<file path="config.mk">
export PLATFORM = sky130hd
export DESIGN_NAME = weight_bank
export DESIGN_NICKNAME = d
export VERILOG_FILES = /design/src/weight_bank.sv
export SDC_FILE = /design/constraint.sdc
export NUM_CORES = 1
export LEC_CHECK = 0
export BUFFER_PORTS_ARGS = -buffer_cell sky130_fd_sc_hd__buf_2
export CORE_UTILIZATION = 41
export CTS_BUF_LIST = sky130_fd_sc_hd__clkbuf_2 sky130_fd_sc_hd__clkbuf_4 sky130_fd_sc_hd__clkbuf_8
export CTS_CLUSTER_DIAMETER = 80
export DETAILED_ROUTE_END_ITERATION = 10
export PLACE_DENSITY = 0.65
export SYNTH_ARGS = -nofsm -noshare
export SYNTH_HDL_FRONTEND = slang
export SYNTH_SLANG_ARGS = --single-unit
</file>
<file path="constraint.sdc">
create_clock -name clk -period 3.8 [get_ports clk]
set_input_delay 0.76 -clock clk [delete_from_list [all_inputs] [get_ports clk]]
set_output_delay 0.76 -clock clk [all_outputs]
set_load 0.01 [all_outputs]
</file>
<file path="src/weight_bank.sv">
`timescale 1ns/1ps

module weight_bank #(
    parameter int weight_bits = 8,
    parameter int kernel_size = 5
) (
    input  logic                                       clk,
    input  logic                                       rst_n,
    input  logic                                       w_load,
    input  logic                                       weight_data_valid,
    input  logic [weight_bits-1:0]                     weight_data,
    output logic [kernel_size*kernel_size*weight_bits-1:0] weights,
    output logic                                       w_full
);

    localparam int NW       = kernel_size * kernel_size;   // Weights per kernel
    localparam int CNT_BITS = $clog2(NW);

    logic [CNT_BITS-1:0] wr_cnt;                // Next slot in kernel raster order
    logic [CNT_BITS-1:0] wr_idx;
    logic                load_q;                // w_load one cycle back
    logic                load_rise;
    logic                full_q;
    logic                wr_en;

    assign load_rise = w_load && !load_q;               // New load opens
    assign wr_idx    = load_rise ? '0 : wr_cnt;          // Restart at slot 0 on a new load
    assign wr_en     = w_load && weight_data_valid && (load_rise || !full_q);
    assign w_full    = full_q && !load_rise;             // Stale full flag hidden on open

    always_ff @(posedge clk or negedge rst_n) begin
        if (!rst_n) begin
            load_q <= 1'b0;
            wr_cnt <= '0;
            full_q <= 1'b0;
        end else begin
            load_q <= w_load;
            if (load_rise) begin
                wr_cnt <= '0;
                full_q <= 1'b0;
            end
            if (wr_en) begin
                wr_cnt <= wr_idx + 1'b1;
                if (wr_idx == CNT_BITS'(NW - 1))
                    full_q <= 1'b1;                      // Last tap written
            end
        end
    end

    // Tap storage feeding the multiplier array
    always_ff @(posedge clk) begin
        if (wr_en)
            weights[wr_idx*weight_bits +: weight_bits] <= weight_data;
    end

endmodule

</file>
==> metrics.txt <==
minimum clock period 3.06 ns; Logic pwr share 0.145; Top Ports 213; flop2flop setup slack 0.74 ns; post-CTS sizing 0; largest cells by area after synthesis edfxtp_1 73%, nor2_1 7.3%, and3_1 3.8%; CP arrival 3.25 ns; P_int 3.63 mW; RePlAce Congestion 0.834; Power Density 488 mW/mm^2; gr ovfl total 0; Switching Power 1.34 mW; largest family of logic cells by synthesized area simple AND/OR/NAND/NOR gates; cell family with most CP delay simple AND/OR/NAND/NOR gates; setup tns final 0 ns; Crit. path cell count 8; first-pass GRT wire length 29.8 mm; CTS tree yes; CTS buffer count 31; WL final 20.6 mm; maximum vdd drop 0.000238 V; Adder-Cell Fraction of Synth Area 0.00455; DR vias/cell 4.95; fin cells 1,109; Slew @ Worst Pin 0.734 ns; WL per Instance 18.6 um; worst-case clock buffer depth 3; unrepaired setup endpoints after global routing false; postcts setup bufs 0; die height 144 um; number of global-route vias before repair 5,160; # H-tree levels 1; share of layout cells above drive strength 1 0.367; Port Buffers 212; WP buf/inv 0; type of origin of the critical path flop; relative slew slack 0.510; clk_skew 0.0101 ns; Pleak 3.86 nW; Final Max Tran Viols 0; clock sinks 207; worst skew pair latency 0.56 ns; Crit. End Element flop; Clk pin slew, worst setup/hold paths 0.06 ns; number of synthesized register bits 207; Clock Power Share 0.347; final hold viol count 0; Net Sw Frac 0.270; Area Overhead vs Synth 23.5%; post-route ant nets 0; Worst EP required 3.99 ns; Crit Path Category flop to flop; CP max-delay cell nor2_1; DR DRC count 0; fin crit share 0.805; cells on worst reg2reg path 8; hpwl dp 14.2 mm; Max Cap Viol 0; # fillers 1,669; via count 5,492; Yosys top cell area share 0.728; Die Area 0.0207 mm^2; Synthesized Nets 611; compound-gate portion of the synthesized area 0.0173; Synth Area in Simple Gates 0.191; largest net degree at the start of global routing 22; CTS root buffer clkbuf_8; Fmax 0.327 GHz; CTS Hold Bufs 0; ordered list of cells on the worst path nand2b_4, nand2_1, ha_1, o21a_1, ha_1, nand4_1, o21bai_1, nor2_1; Async S/R FF share, synth 0.0338; EDFF count, synth 200; drt initial violations 359; Placeable Area 0.0196 mm^2; Critical Path Max Stage Delay 0.60 ns; Placed Cells 1,058; Yosys warnings 0; first drt pass iteration count 5; multiplexer area fraction after synthesis 0.00136; Hold Crit Class input port to asynchronous set/reset pin; initial core utilization 0.421; Die W 144 um; critical path fanouts, max 12; row count 51; main flop type after synthesis edfxtp_1; XOR/XNOR Fraction of Synth Area 0.00743; endpoints failing setup 0; CP most frequent cell ha_1; register area share after synthesis 0.749; Final #Nets 841; Synth cell types 42; initial antenna violation count 0; synthesized area 0.00825 mm^2; GRT Overall Usage 0.196; cells after synthesis 596; # diodes 0; post-synth top area cell edfxtp_1; outcome finished, final reports clean; Flop pwr share 0.508; Syn Area/Cell 13.8 um^2
-- final timing paths --
check                            start          end
max in group asynchronous        rst_n       full_q
worst max-delay path            load_q  weights[27]
worst max register to register  load_q  weights[27]
worst min register to register  full_q       full_q
min in group clk                w_load       load_q
worst min-delay path             rst_n    wr_cnt[1]
-- synth_stat cells (2+ instances only) --
master and number:
nand4_1 7, o21ai_2 3, nand2b_4 2, o21a_1 2
nor3_2 10, and4_1 3, xor2_1 3, and2_1 14
buf_4 8, nor2_1 160, dfrtp_1 7, a21o_1 2
and3_1 50, xnor2_1 4, buf_2 15, nor3_1 9
a21oi_2 2, o21ai_0 3, nand2b_1 5, inv_1 4
clkbuf_1 13, nand3_1 16, buf_6 4, edfxtp_1 200
nand2_1 27, ha_1 3, a21oi_1 3, nor2b_1 3
-- layout make-up --
type,instances,area [um^2],share of cell area
clock buffer,43,517,0.0507
timing repair buffer,237,1250,0.123
clock inverter,8,62.6,0.00614
multi-input combinational,345,1840,0.180
sequential,207,6180,0.607
tap,265,332,0.0325
inverter,4,15.0,0.00147
-- routing by layer --
metal | vias to the layer above | track usage | share of wire
met5 | - | 0 | 0
met4 | 0 | 0.0756 | 0.029
met3 | 41 | 0.0297 | 0.057
met2 | 210 | 0.320 | 0.49
met1 | 2662 | 0.263 | 0.42
li1 | 2579 | - | -
-- through the flow --
step                      total power [mW]  hold slack [ns]   util  worst slack, ns  cell area (um^2)
after floorplan                       3.11            0.464      -            0.540              8250
after global placement                3.28            0.601  0.491            0.439              9610
after detailed placement              3.29            0.605  0.491            0.357              9610
after CTS                             5.00        0.0000705  0.520            0.737             10200
after global routing                  5.18          0.00647  0.520            0.545             10200
final                                 4.97           0.0268  0.520            0.741             10200
-- cell families after synthesis --
logic type	Yosys count
flip-flops	207
buffers and inverters	44
adder cells (fa/ha/maj)	3
multiplexers	1
AND/OR/NAND/NOR	315
XOR/XNOR	7
AO/OA/AOI/OAI	19
-- power by group through the flow --
stage | registers, mW | clock network [mW] | logic (mW)
CTS | 2.53 | 1.76 | 0.717
detailed placement | 2.57 | 0 | 0.715
floorplan | 2.56 | 0 | 0.546
global placement | 2.57 | 0 | 0.710
global route | 2.53 | 1.86 | 0.794
finish | 2.53 | 1.73 | 0.720
-- worst reg2reg max path, cell delays in order, from the launching register on --
cell      delay, ns
dfrtp_1        0.43
nand2b_4       0.23
nand2_1        0.12
ha_1           0.29
o21a_1         0.13
ha_1           0.39
nand4_1        0.14
o21bai_1       0.36
nor2_1         0.60
-- layout by cell type, fill, tap and decap left out, types with 3 or more instances in the layout --
cell and instances:
nand4_1 7, clkbuf_8 31, nor2_1 160, xor2_1 3, and4_1 3, dfrtp_1 7, o21ai_2 3, nand2b_1 5
ha_1 3, buf_2 212, clkbuf_4 12, nor3_1 9, nand2_1 27, o21ai_0 3, edfxtp_1 200, nor3_2 10
nor2b_1 3, and2_1 14, xnor2_1 3, inv_1 4, buf_4 25, nand3_1 16, and3_1 50, a21oi_1 3
clkinv_1 4
-- sequential cells by signal, summed over array words and instances, names as in the netlist --
name	count
weights	200
wr_cnt	5
full_q	1
load_q	1
Power figures use the tool's default switching activity.
