[src/conv_pkg.sv]
package conv_pkg;

    // Output word of the engine
    localparam int RESULT_BITS = 8;             // Width of one result
    localparam int SAT_MAX     = 127;           // Results clip here

    // Result address, bounds pic_size * pic_size
    localparam int ADDR_BITS = 16;

    typedef logic [ADDR_BITS-1:0] addr_t;       // Raster address of a result

    // Side info that rides along with each window through the PE
    typedef struct packed {
        addr_t addr;                            // Raster address of the output pixel
        logic  last;                            // Final pixel of the frame
    } res_tag_t;

    // Saturated result with its tag
    typedef struct packed {
        logic [RESULT_BITS-1:0] data;           // Clipped sum
        res_tag_t               tag;            // Address and last flag
    } conv_result_t;

    // Controller sequence
    typedef enum logic [2:0] {
        IDLE,                                   // Waiting for conv_start
        LOAD_W,                                 // Kernel weights coming in
        FILL,                                   // Shift and load image rows
        CALC,                                   // Sweep windows over one row
        DRAIN                                   // Wait for the last result
    } ctrl_state_t;

endpackage

[src/conv_pe.sv]
`timescale 1ns/1ps

module conv_pe import conv_pkg::*; #(
    parameter int pic_bits    = 8,
    parameter int weight_bits = 8,
    parameter int kernel_size = 5
) (
    input  logic                                        clk,
    input  logic                                        rst_n,
    input  logic                                        win_valid,
    input  logic [kernel_size*kernel_size*pic_bits-1:0]    window,
    input  logic [kernel_size*kernel_size*weight_bits-1:0] weights,
    input  res_tag_t                                    win_tag,
    output logic                                        res_valid,
    output conv_result_t                                res
);

    localparam int NW        = kernel_size * kernel_size;
    localparam int PROD_BITS = pic_bits + weight_bits;     // Full product width
    localparam int ACC_BITS  = PROD_BITS + $clog2(NW);     // Sum of NW products cannot wrap

    logic [PROD_BITS-1:0] prod_q [NW];           // Stage 1 products
    logic [ACC_BITS-1:0]  sum_d;
    logic [ACC_BITS-1:0]  sum_q;                 // Stage 2 sum
    logic                 v1;
    logic                 v2;
    res_tag_t             tag1;
    res_tag_t             tag2;

    // Reduce the registered products, synthesis builds the adder tree
    always_comb begin
        sum_d = '0;
        for (int i = 0; i < NW; i++) begin
            sum_d = sum_d + ACC_BITS'(prod_q[i]);
        end
    end

    // Valid chain, one bit per stage
    always_ff @(posedge clk or negedge rst_n) begin
        if (!rst_n) begin
            v1        <= 1'b0;
            v2        <= 1'b0;
            res_valid <= 1'b0;
        end else begin
            v1        <= win_valid;
            v2        <= v1;
            res_valid <= v2;
        end
    end

    // Data path, each stage loads only behind a valid
    always_ff @(posedge clk) begin
        if (win_valid) begin
            for (int i = 0; i < NW; i++) begin
                prod_q[i] <= window[i*pic_bits +: pic_bits] * weights[i*weight_bits +: weight_bits];
            end
            tag1 <= win_tag;
        end
        if (v1) begin
            sum_q <= sum_d;
            tag2  <= tag1;
        end
        if (v2) begin
            res.data <= (sum_q > SAT_MAX) ? RESULT_BITS'(SAT_MAX) : sum_q[RESULT_BITS-1:0];
            res.tag  <= tag2;                    // Address and last flag follow the data
        end
    end

endmodule

[config.mk]
export PLATFORM = sky130hd
export DESIGN_NAME = conv_pe
export DESIGN_NICKNAME = d
export VERILOG_FILES = /design/src/conv_pkg.sv /design/src/conv_pe.sv
export SDC_FILE = /design/constraint.sdc
export NUM_CORES = 2
export LEC_CHECK = 0
export BUFFER_PORTS_ARGS = -buffer_cell sky130_fd_sc_hd__clkbuf_2
export CAP_MARGIN = 5
export CORE_ASPECT_RATIO = 1.1
export CORE_MARGIN = 2
export CORE_UTILIZATION = 42
export DETAILED_ROUTE_END_ITERATION = 8
export PLACE_DENSITY = 0.63
export SLEW_MARGIN = 0
export SYNTH_ARGS = -nofsm -noshare
export SYNTH_HDL_FRONTEND = slang
export SYNTH_SLANG_ARGS = --single-unit
[constraint.sdc]
create_clock -name clk -period 7.6 [get_ports clk]
set_clock_uncertainty 0.2 [all_clocks]
set_input_delay 1.14 -clock clk [delete_from_list [all_inputs] [get_ports clk]]
set_output_delay 1.14 -clock clk [all_outputs]
set_load 0.02 [all_outputs]
==> run metrics <==
hold_buf cts 0; ys flop type edfxtp_1; sequential share of the synthesized area 19.34%; final worst slack 1.285 ns; MaxCap Viol Count 0; Initial Util a little over two fifths; Netlist cell types 62; DRT iter0 DRCs 2860; RSZ-0062 raised after global routing false; initial antenna violation count 38; final worst path period share 83.09%; first drt pass iteration count 6; Cell Chain, Critical Path fa_1, fa_1, fa_1, inv_1, fa_1, inv_1, fa_1, fa_1, inv_1, fa_1, inv_1, ha_1, and3_1, a211oi_1, a21boi_2, o21ai_1, a31o_2, a21o_1; Post-Place Setup Slack 1.346 ns; DRC viols 0; CTS tree yes; critical path class reg2reg; FP Rows 162; io pins 446; Total GRT Usage ~22%; area delta synth->final 9.587%; # clock sinks 483; nets 10430; final setup violating endpoints 0; Final min period between 6 and 7 ns; worst path arrival time 6.50 ns; port buffer count between 400 and 500; max-slew violation count 0; Vias/cell just over 5; Max Freq 0.1584 GHz; Placer Congestion 0.9108; syn_nets 9939; ANT nets after route 0; via count a little over 50000; setup TNS 0 ns; Crit path depth 18; CP bufs+invs 4; CP Capture Type flop; WL/cell roughly 19 um; Setup crit start kind flop; hold crit path type in2async; Post-Synthesis Cells 7320; critical path required time 7.78 ns; number of CTS-inserted buffers 55; Post-synth EDFFs 480; Slew headroom 33.34%; GR Overflow Total 0; RR Endpoint sum_q[20]; worst r2r path cells 18; Critical Path Most Common Cell fa_1; setup bufs post-CTS 0; final wirelength ~190 mm; largest net degree at the start of global routing between 150 and 200; Root Driver clkbuf_16; mapped cell area approximately 75000 um2; Die Span Y about 450 um; syn_area_per_cell 10.24 um2; Die W 406.7 um; share of cells above drive strength 1 7.615%; Post-DP HPWL approximately 170 mm; clock buffer depth 3; first-pass GRT wire length 306.4 mm; outcome complete, no violations; vias in the first global route between 50000 and 60000; Slew @ Worst Pin 0.9999 ns; Skew-Pair Late Insertion Delay between 0.6 and 0.7 ns; CORE AREA roughly 180000 um2; Async SR Flop Fraction 0.6211%; FF+latch count, synth slightly below 500; Fin. Hold Viols 0; worst reg2reg startpoint prod_q[1][90]; H-Tree Depth 2; Syn. warnings 0; Worst Path Max Fanout 5; r2r setup slk 1.29 ns; post-CTS sizing 0; Critical Path Max Stage Delay 0.56 ns; CTS clk-pin slew, worst paths around 0.06 ns; die area 181800 um2; CP delay by family, top adder cells; CP max stage cell fa_1
[synthesized netlist by cell type, drive strengths merged, types with 3 or more instances]
cell / instances / area [um2]
nand4: 10 / 62.56
o22ai: 5 / 31.28
nand3: 48 / 240.2
a31o: 27 / 236.5
xnor2: 244 / 2137
or2: 11 / 68.82
a21oi: 215 / 1080
a2111oi: 4 / 35.03
o21a: 21 / 157.7
o31a: 9 / 78.83
clkbuf: 17 / 63.81
o41ai: 7 / 83.83
a21boi: 6 / 48.80
and2: 909 / 5687
nor3: 25 / 125.1
xor2: 53 / 464.2
a31oi: 15 / 93.84
nand2: 764 / 2868
inv: 1623 / 6092
nor4: 6 / 37.54
nor2: 143 / 536.8
nor2b: 70 / 445.4
o31ai: 7 / 57.55
o221ai: 3 / 32.53
ha: 936 / 11710
a211oi: 15 / 112.6
o21ai: 126 / 653.1
and3: 10 / 62.56
a311oi: 4 / 35.03
edfxtp: 480 / 14410
nand2b: 36 / 225.2
fa: 1263 / 25280
nand3b: 15 / 112.6
dfrtp: 3 / 75.07
a21o: 95 / 713.2
o21bai: 22 / 165.2
o211ai: 27 / 202.7
or3: 20 / 125.1
o221a: 8 / 90.09
[final cells by class]
cell class	instances	area (um2)
inverters	1623	6092
diodes	20	50.05
well taps	2378	2975
multi-input cells	5197	54280
clock inverters	42	540.5
fillers	16690	95040
flip-flops and latches	483	14490
repair buffers	448	2285
clock buffers	60	1395
[layer usage]
layer  track usage, %  wire [um]  share of wire [%]  vias up
met5                0        174              0.092        -
met4            5.808       5310                2.8       26
met3            2.894      10160                5.4      251
met2            37.67      95410                 50     1158
met1            27.92      78600                 41    26240
li1                 -          -                  -    23860
[layout by cell type (no fill, tap or decap), drive strengths merged, types with 25 or more instances in the layout]
master  netlist  final
a21o         95     95
a21oi       215    215
a31o         27     27
and2        909    909
clkbuf       17    504
edfxtp      480    480
fa         1263   1263
ha          936    936
inv        1623   1629
nand2       764    764
nand2b       36     36
nand3        48     48
nor2        143    143
nor2b        70     70
nor3         25     25
o211ai       27     27
o21ai       126    126
xnor2       244    244
xor2         53     53
[state kept, by name, summed over array words and instances (netlist names)]
signal	count
prod_q	400
tag1	17
tag2	17
res	25
sum_q	21
v2	1
res_valid	1
v1	1
[cells by family after synthesis]
group	after synthesis	synth area share [%]
and+or+nand+nor	2072	14.20
DFF	483	19.34
AOI/OAI and AO/OA	628	5.397
adders and majority gates	2199	49.37
xor gates and xnor gates	297	3.472
other	1	0.005005
buffers and inverters	1640	8.216
[worst reg2reg max path, cell delays in order, from the launching register on]
cell and delay (ns):
edfxtp_1 0.39, fa_1 0.52, fa_1 0.56, fa_1 0.56, inv_1 0.05, fa_1 0.50, inv_1 0.06, fa_1 0.51
fa_1 0.50, inv_1 0.05, fa_1 0.47, inv_1 0.04, ha_1 0.34, and3_1 0.23, a211oi_1 0.27, a21boi_2 0.26
o21ai_1 0.16, a31o_2 0.25, a21o_1 0.17
[metrics by stage]
stage	cells	area (um2)	hold slack (ns)	utilization (%)
3_3_place_gp	10130	80130	0.2008	45.23
6_report	10250	82110	0.1196	46.35
4_1_cts	10230	82060	0.08682	46.32
2_1_floorplan	7320	74930	0.2003	-
5_1_grt	10240	82100	0.09828	46.34
3_5_place_dp	10130	80130	0.2045	45.23
[worst max path at each step]
stage               slack, ns        end           from
floorplan                1.70  sum_q[20]  prod_q[1][90]
global placement         1.38  sum_q[20]  prod_q[1][90]
detailed placement       1.35  sum_q[20]  prod_q[1][90]
CTS                      1.33  sum_q[20]  prod_q[1][90]
global route             1.04  sum_q[20]  prod_q[1][90]
finish                   1.29  sum_q[20]  prod_q[1][90]
Power is not shown: default switching activity piles up to over one toggle a cycle in this logic, so the estimate is an artifact.
