`config.mk`:
```
export PLATFORM = sky130hd
export DESIGN_NAME = line_buffer
export DESIGN_NICKNAME = d
export VERILOG_FILES = /design/src/line_buffer.sv
export SDC_FILE = /design/constraint.sdc
export NUM_CORES = 2
export LEC_CHECK = 0
export BUFFER_PORTS_ARGS = -buffer_cell sky130_fd_sc_hd__clkbuf_2
export CAP_MARGIN = 20
export CORE_UTILIZATION = 40
export CTS_CLUSTER_SIZE = 20
export DETAILED_ROUTE_END_ITERATION = 6
export PLACE_DENSITY_LB_ADDON = 0.08
export RECOVER_POWER = 100
export SLEW_MARGIN = 25
export SYNTH_ARGS = -nofsm -noshare
export SYNTH_HDL_FRONTEND = slang
export SYNTH_SLANG_ARGS = --single-unit
```
`constraint.sdc`:
```
create_clock -name clk -period 8.6 [get_ports clk]
set_input_delay 1.29 -clock clk [delete_from_list [all_inputs] [get_ports clk]]
set_output_delay 1.29 -clock clk [all_outputs]
set_load 0.005 [all_outputs]
```
`src/line_buffer.sv`:
```
`timescale 1ns/1ps

module line_buffer #(
    parameter int pic_bits    = 8,
    parameter int kernel_size = 5,
    parameter int pic_size    = 28
) (
    input  logic                                     clk,
    input  logic                                     rst_n,
    input  logic                                     lb_clear,
    input  logic                                     lb_shift,
    input  logic                                     lb_wr,
    input  logic [$clog2(pic_size)-1:0]              lb_col,
    input  logic [pic_bits-1:0]                      pic,
    output logic [kernel_size*kernel_size*pic_bits-1:0] window
);

    localparam int PAD  = kernel_size / 2;      // Zero columns on each side
    localparam int COLS = pic_size + 2 * PAD;   // Stored columns per row

    // Row 0 is the oldest image row, row kernel_size-1 the newest
    logic [pic_bits-1:0] rows [kernel_size][COLS];

    always_ff @(posedge clk or negedge rst_n) begin
        if (!rst_n) begin
            for (int r = 0; r < kernel_size; r++) begin
                for (int c = 0; c < COLS; c++) begin
                    rows[r][c] <= '0;
                end
            end
        end else if (lb_clear) begin
            // Start of frame, rows above the image read as zero
            for (int r = 0; r < kernel_size; r++) begin
                for (int c = 0; c < COLS; c++) begin
                    rows[r][c] <= '0;
                end
            end
        end else begin
            if (lb_shift) begin
                for (int r = 0; r < kernel_size - 1; r++) begin
                    for (int c = 0; c < COLS; c++) begin
                        rows[r][c] <= rows[r+1][c];   // Move up one row
                    end
                end
                for (int c = 0; c < COLS; c++) begin
                    rows[kernel_size-1][c] <= '0;     // Fresh bottom row, zero until filled
                end
            end
            if (lb_wr)
                rows[kernel_size-1][int'(lb_col) + PAD] <= pic;   // Skip left pad
        end
    end

    // Window whose left edge sits at stored column lb_col
    // Output pixel lb_col is centered in it
    always_comb begin
        for (int i = 0; i < kernel_size; i++) begin
            for (int j = 0; j < kernel_size; j++) begin
                window[(i*kernel_size + j)*pic_bits +: pic_bits] = rows[i][int'(lb_col) + j];
            end
        end
    end

endmodule

```
==> run summary <==
The flow ran to the end, but the final reports show violations. The final reports fail on max-capacitance violations, max-slew violations. Summed over all failing endpoints, the final setup total negative slack is 0 ns. The total cell area at the placement stage was 98590 sq um. The area growth from synthesis to layout is 10.21%.

The top fanout value on the critical path was 24; the H-tree depth was 4. The share of total power dissipated in combinational logic is 16.8%. The worst slew margin relative to its limit came out at -285.1%.

In the synthesized netlist the async set-or-reset flop fraction comes to 100.0%. The summed area of non-filler cells in the final layout was 103900 sq um. The share of cells above drive strength 1 came out at 28.26%.

Switching power share of the total: 30.07%. The floorplan step set the die height to 487.5 um. The floorplan has 177 rows. The count of buffers added on input and output ports is 217.

Setup repair after global routing left no endpoint under its margin. For the global-route total usage across every layer, the log shows 34.16%. Cells fill 44.52% of the core in the end. Data on the critical path arrives at its endpoint at 6.59 ns. In the routed layout, each cell is associated on average with a via count of 7.030. Ranked by flip-flop count, first place goes to rows. The critical path is of the in2out type. The clock network accounts for 45.4% of the total power. The HPWL after detailed placement is 272500 um.

Setup slack on the worst reg-to-reg path comes out at 7.32 ns. The area fraction of the dominant cell type after synthesis works out to 33.97%. Once routing completed, OpenROAD measured the worst setup slack at 0.7190 ns. Final worst-path cycle share: 91.64%. The region available for standard cell placement spans 233400 sq um.

The Yosys step of the flow raised 0 warnings. STA classifies the critical path startpoint as a primary input. For this configuration, the core starts out at a cell density of 40.40%. The peak supply drop was 0.1611 mV; the worst hold-check slack was 0.5969 ns. For the global-route wire length before repair, the log shows 579600 um. The count of final max-slew check failures came out at 1265. The number of enable flip-flop cells after synthesis came out at 0. In this run the most critical hold path is launched from rows[1051]$_DFFE_PN0P_. Among all flip-flop cells after synthesis, the most frequent one is sky130_fd_sc_hd__dfrtp_1. TritonCTS built the clock tree. The fill cell instance count of the final layout was 21320; the pre-CTS worst setup slack was 1.742 ns. The longest clock path from root to sink contains 3 buffers.

For the synthesized net count, the log shows 7537. The clock tree root driver cell is sky130_fd_sc_hd__clkbuf_16. Of the total power, registers draw 37.8%. The biggest area consumer among synthesized cells was sky130_fd_sc_hd__dfrtp_1.

Across all layers, the routed design uses 74430 vias. Most used standard cell by instance count after synthesis: sky130_fd_sc_hd__mux4_2. The number of flip-flops in the largest register was 1280; the transition at the pin with the smallest max-transition slack was 5.777 ns. Final non-filler cell total: 10590. For this design the top-level I/O count stands at 218. The hold buffer count at cts was 0; the number of detailed-routing iterations run before antenna repair was 6.

In this run the power density over the cells is 154.3 nW/um^2. The path with the worst hold slack has its endpoint at rows[1051]$_DFFE_PN0P_. The clock transition at the register clock pins on the worst setup and hold paths after CTS is 0.05 ns, and the final number of setup-violating endpoints is 0.

For this run, design rule violations remaining after detail routing come to 0. The die area is 237700 sq um. The capturing element type of the critical path is an output port. After detailed routing, the total wire length is 407400 um. Data on the critical path is required at its endpoint by 7.31 ns. After detailed routing, the average wire length per cell comes to 38.48 um. After clock tree synthesis, the repair step resized 0 gates. Counting instances, the worst hold path has a depth of 2. Derived from the worst setup path, the maximum achievable clock frequency is 0.1269 GHz. The time the final worst path needs with I/O delays and setup was 7.881 ns; the maximum clock skew at final layout was 0.04481 ns.

Entering global routing, the biggest net connects 178 pins. In this run the remaining antenna-violating nets after routing total 0. Clock tree synthesis found a total of 1280 sinks. The worst register-to-register path begins at rows[20]$_DFF_PN0_. The total of flip-flops plus latches after synthesis was 1280.

The number of cell instances on the worst register-to-register path was 2; the number of nets in the layout was 7338. Ranked by instance count, the synthesized netlist is headed by sky130_fd_sc_hd__mux4_2, sky130_fd_sc_hd__mux2i_1, sky130_fd_sc_hd__dfrtp_1, sky130_fd_sc_hd__nor2_1, sky130_fd_sc_hd__nand2_1. In the final layout, the registers with the most flip-flops are rows: 1280 flops. Counting distinct cell types in the post-synthesis netlist gives 47. TritonCTS created 164 clock buffers.

In this run the cell area of the synthesized design comes to 94300 sq um. In this run the worst hold path is classified as reg2reg. From left edge to right edge, the die measures 487.5 um. In this run the power spent charging and discharging nets is 4.821 mW. The internal power of the cells totals 11.21 mW.

Across the whole layout, storage elements account for 32030 sq um. The run gives 23 as the number of antenna violations at the first check in global routing. The logs give 42.87 nW for the leakage power total and 9864 for the number of DRC markers after the initial detailed-route iteration.

The number of max-cap violations was 25. The routability-driven placement congestion ratio came out at 0.8809. Sequential cells were found to cover 33.97% of the synthesized design area.

Counting every instance in the synthesized netlist gives 7510. Overall power consumption after layout is estimated at 16.03 mW. The worst register-to-register path ends at rows[20]$_DFF_PN0_. The post-synthesis average cell area is 12.56 sq um. The run gives 0 as the final hold violation count. The number of setup buffers added after CTS is 0. The multi-input combinational cells in the finished layout cover a total of 59120 sq um.

The total overflow left after global routing is 0. Ranked by total cell area, the synthesized netlist is headed by sky130_fd_sc_hd__dfrtp_1, sky130_fd_sc_hd__mux4_2, sky130_fd_sc_hd__mux2i_1. The number of global-route vias before repair is 70870, and the number of instances in the placed design is 10270.

Clock latency on the worst-skew pair, taken at its later pin, is 0.85 ns.
worst max-delay path, stage by stage:
cell and delay (ns):
sky130_fd_sc_hd__buf_4 0.56, sky130_fd_sc_hd__ha_1 0.48, sky130_fd_sc_hd__xor2_1 0.30, sky130_fd_sc_hd__nor2_4 0.18, sky130_fd_sc_hd__clkbuf_1 2.74, sky130_fd_sc_hd__a22o_1 0.46, sky130_fd_sc_hd__a221oi_1 0.09, sky130_fd_sc_hd__buf_2 0.31
sky130_fd_sc_hd__clkbuf_2 0.13
cell families (layout without fill, tap and decap cells):
kind of cell | after synthesis | after routing | share of synthesized area (%)
muxes | 2772 | 2772 | 47.83
and+or+nand+nor | 1920 | 1920 | 8.943
DFF | 1280 | 1280 | 33.97
buffers and inverters | 799 | 734 | 3.707
AOI/OAI and AO/OA | 719 | 719 | 5.309
xor gates and xnor gates | 11 | 11 | 0.1221
adders and majority gates | 9 | 9 | 0.1194
other | 0 | 10 | 0
layer usage:
layer	wire length [um]	vias up	global-route usage (%)
li1	-	28990	-
met1	168900	39930	49.35
met2	176200	4683	48.62
met3	40410	820	7.496
met4	21860	6	16.03
met5	45	-	0
power by group through the flow:
stage / Sequential (mW) / Clock, mW / Combinational (mW)
after floorplan: 6.16 / 0 / 1.46
after CTS: 6.06 / 7.38 / 2.67
final: 6.06 / 7.28 / 2.69
after global routing: 6.06 / 7.60 / 2.78
after detailed placement: 6.17 / 0 / 2.67
after global placement: 6.17 / 0 / 2.64
worst max-delay path by stage:
stage / startpoint / cells after the start / to / slack [ns]
detailed placement: lb_col[0] / 11 / window[51] / 1.74
CTS: lb_col[0] / 11 / window[51] / 1.77
finish: lb_col[3] / 9 / window[37] / 0.72
global placement: lb_col[0] / 11 / window[51] / 1.84
global route: lb_col[0] / 10 / window[133] / 0.84
floorplan: lb_col[1] / 14 / window[60] / 2.67
cells in the final DEF (no fill, tap or decap), types with 9 or more instances in the layout:
cell                        netlist  final
sky130_fd_sc_hd__a21oi_1        298    297
sky130_fd_sc_hd__a221oi_1        97     88
sky130_fd_sc_hd__a221oi_2         0      9
sky130_fd_sc_hd__a22o_1         119    118
sky130_fd_sc_hd__a22oi_1         81     81
sky130_fd_sc_hd__a31oi_1         41     38
sky130_fd_sc_hd__a32o_1          54     54
sky130_fd_sc_hd__buf_12           0     46
sky130_fd_sc_hd__buf_16           0      9
sky130_fd_sc_hd__buf_4           63    107
sky130_fd_sc_hd__bufinv_16        0     14
sky130_fd_sc_hd__clkbuf_1       408    149
sky130_fd_sc_hd__clkbuf_16        0    168
sky130_fd_sc_hd__clkbuf_2         0    144
sky130_fd_sc_hd__clkbuf_8         0     37
sky130_fd_sc_hd__clkinv_2         0     29
sky130_fd_sc_hd__dfrtp_1       1280   1280
sky130_fd_sc_hd__diode_2          0     10
sky130_fd_sc_hd__mux2_1           0     22
sky130_fd_sc_hd__mux2_2          41     19
sky130_fd_sc_hd__mux2i_1       1348   1348
sky130_fd_sc_hd__mux4_2        1383   1383
sky130_fd_sc_hd__nand2_1        494    493
sky130_fd_sc_hd__nand3b_1       193    193
sky130_fd_sc_hd__nor2_1        1072   1052
sky130_fd_sc_hd__nor2_2           2     14
sky130_fd_sc_hd__nor3_1          51     47
sky130_fd_sc_hd__or2_0            0     12
sky130_fd_sc_hd__or3b_2          64     64
layout make-up:
class | instances | area share, %
clock buffers | 244 | 4.676
diodes | 10 | 0.02408
repair buffers | 430 | 3.111
inverters | 4 | 0.02408
clock inverters | 56 | 0.6899
multi-input cells | 5431 | 56.88
well taps | 3132 | 3.771
flip-flops and latches | 1280 | 30.82
(Power assumes the default switching activity.)
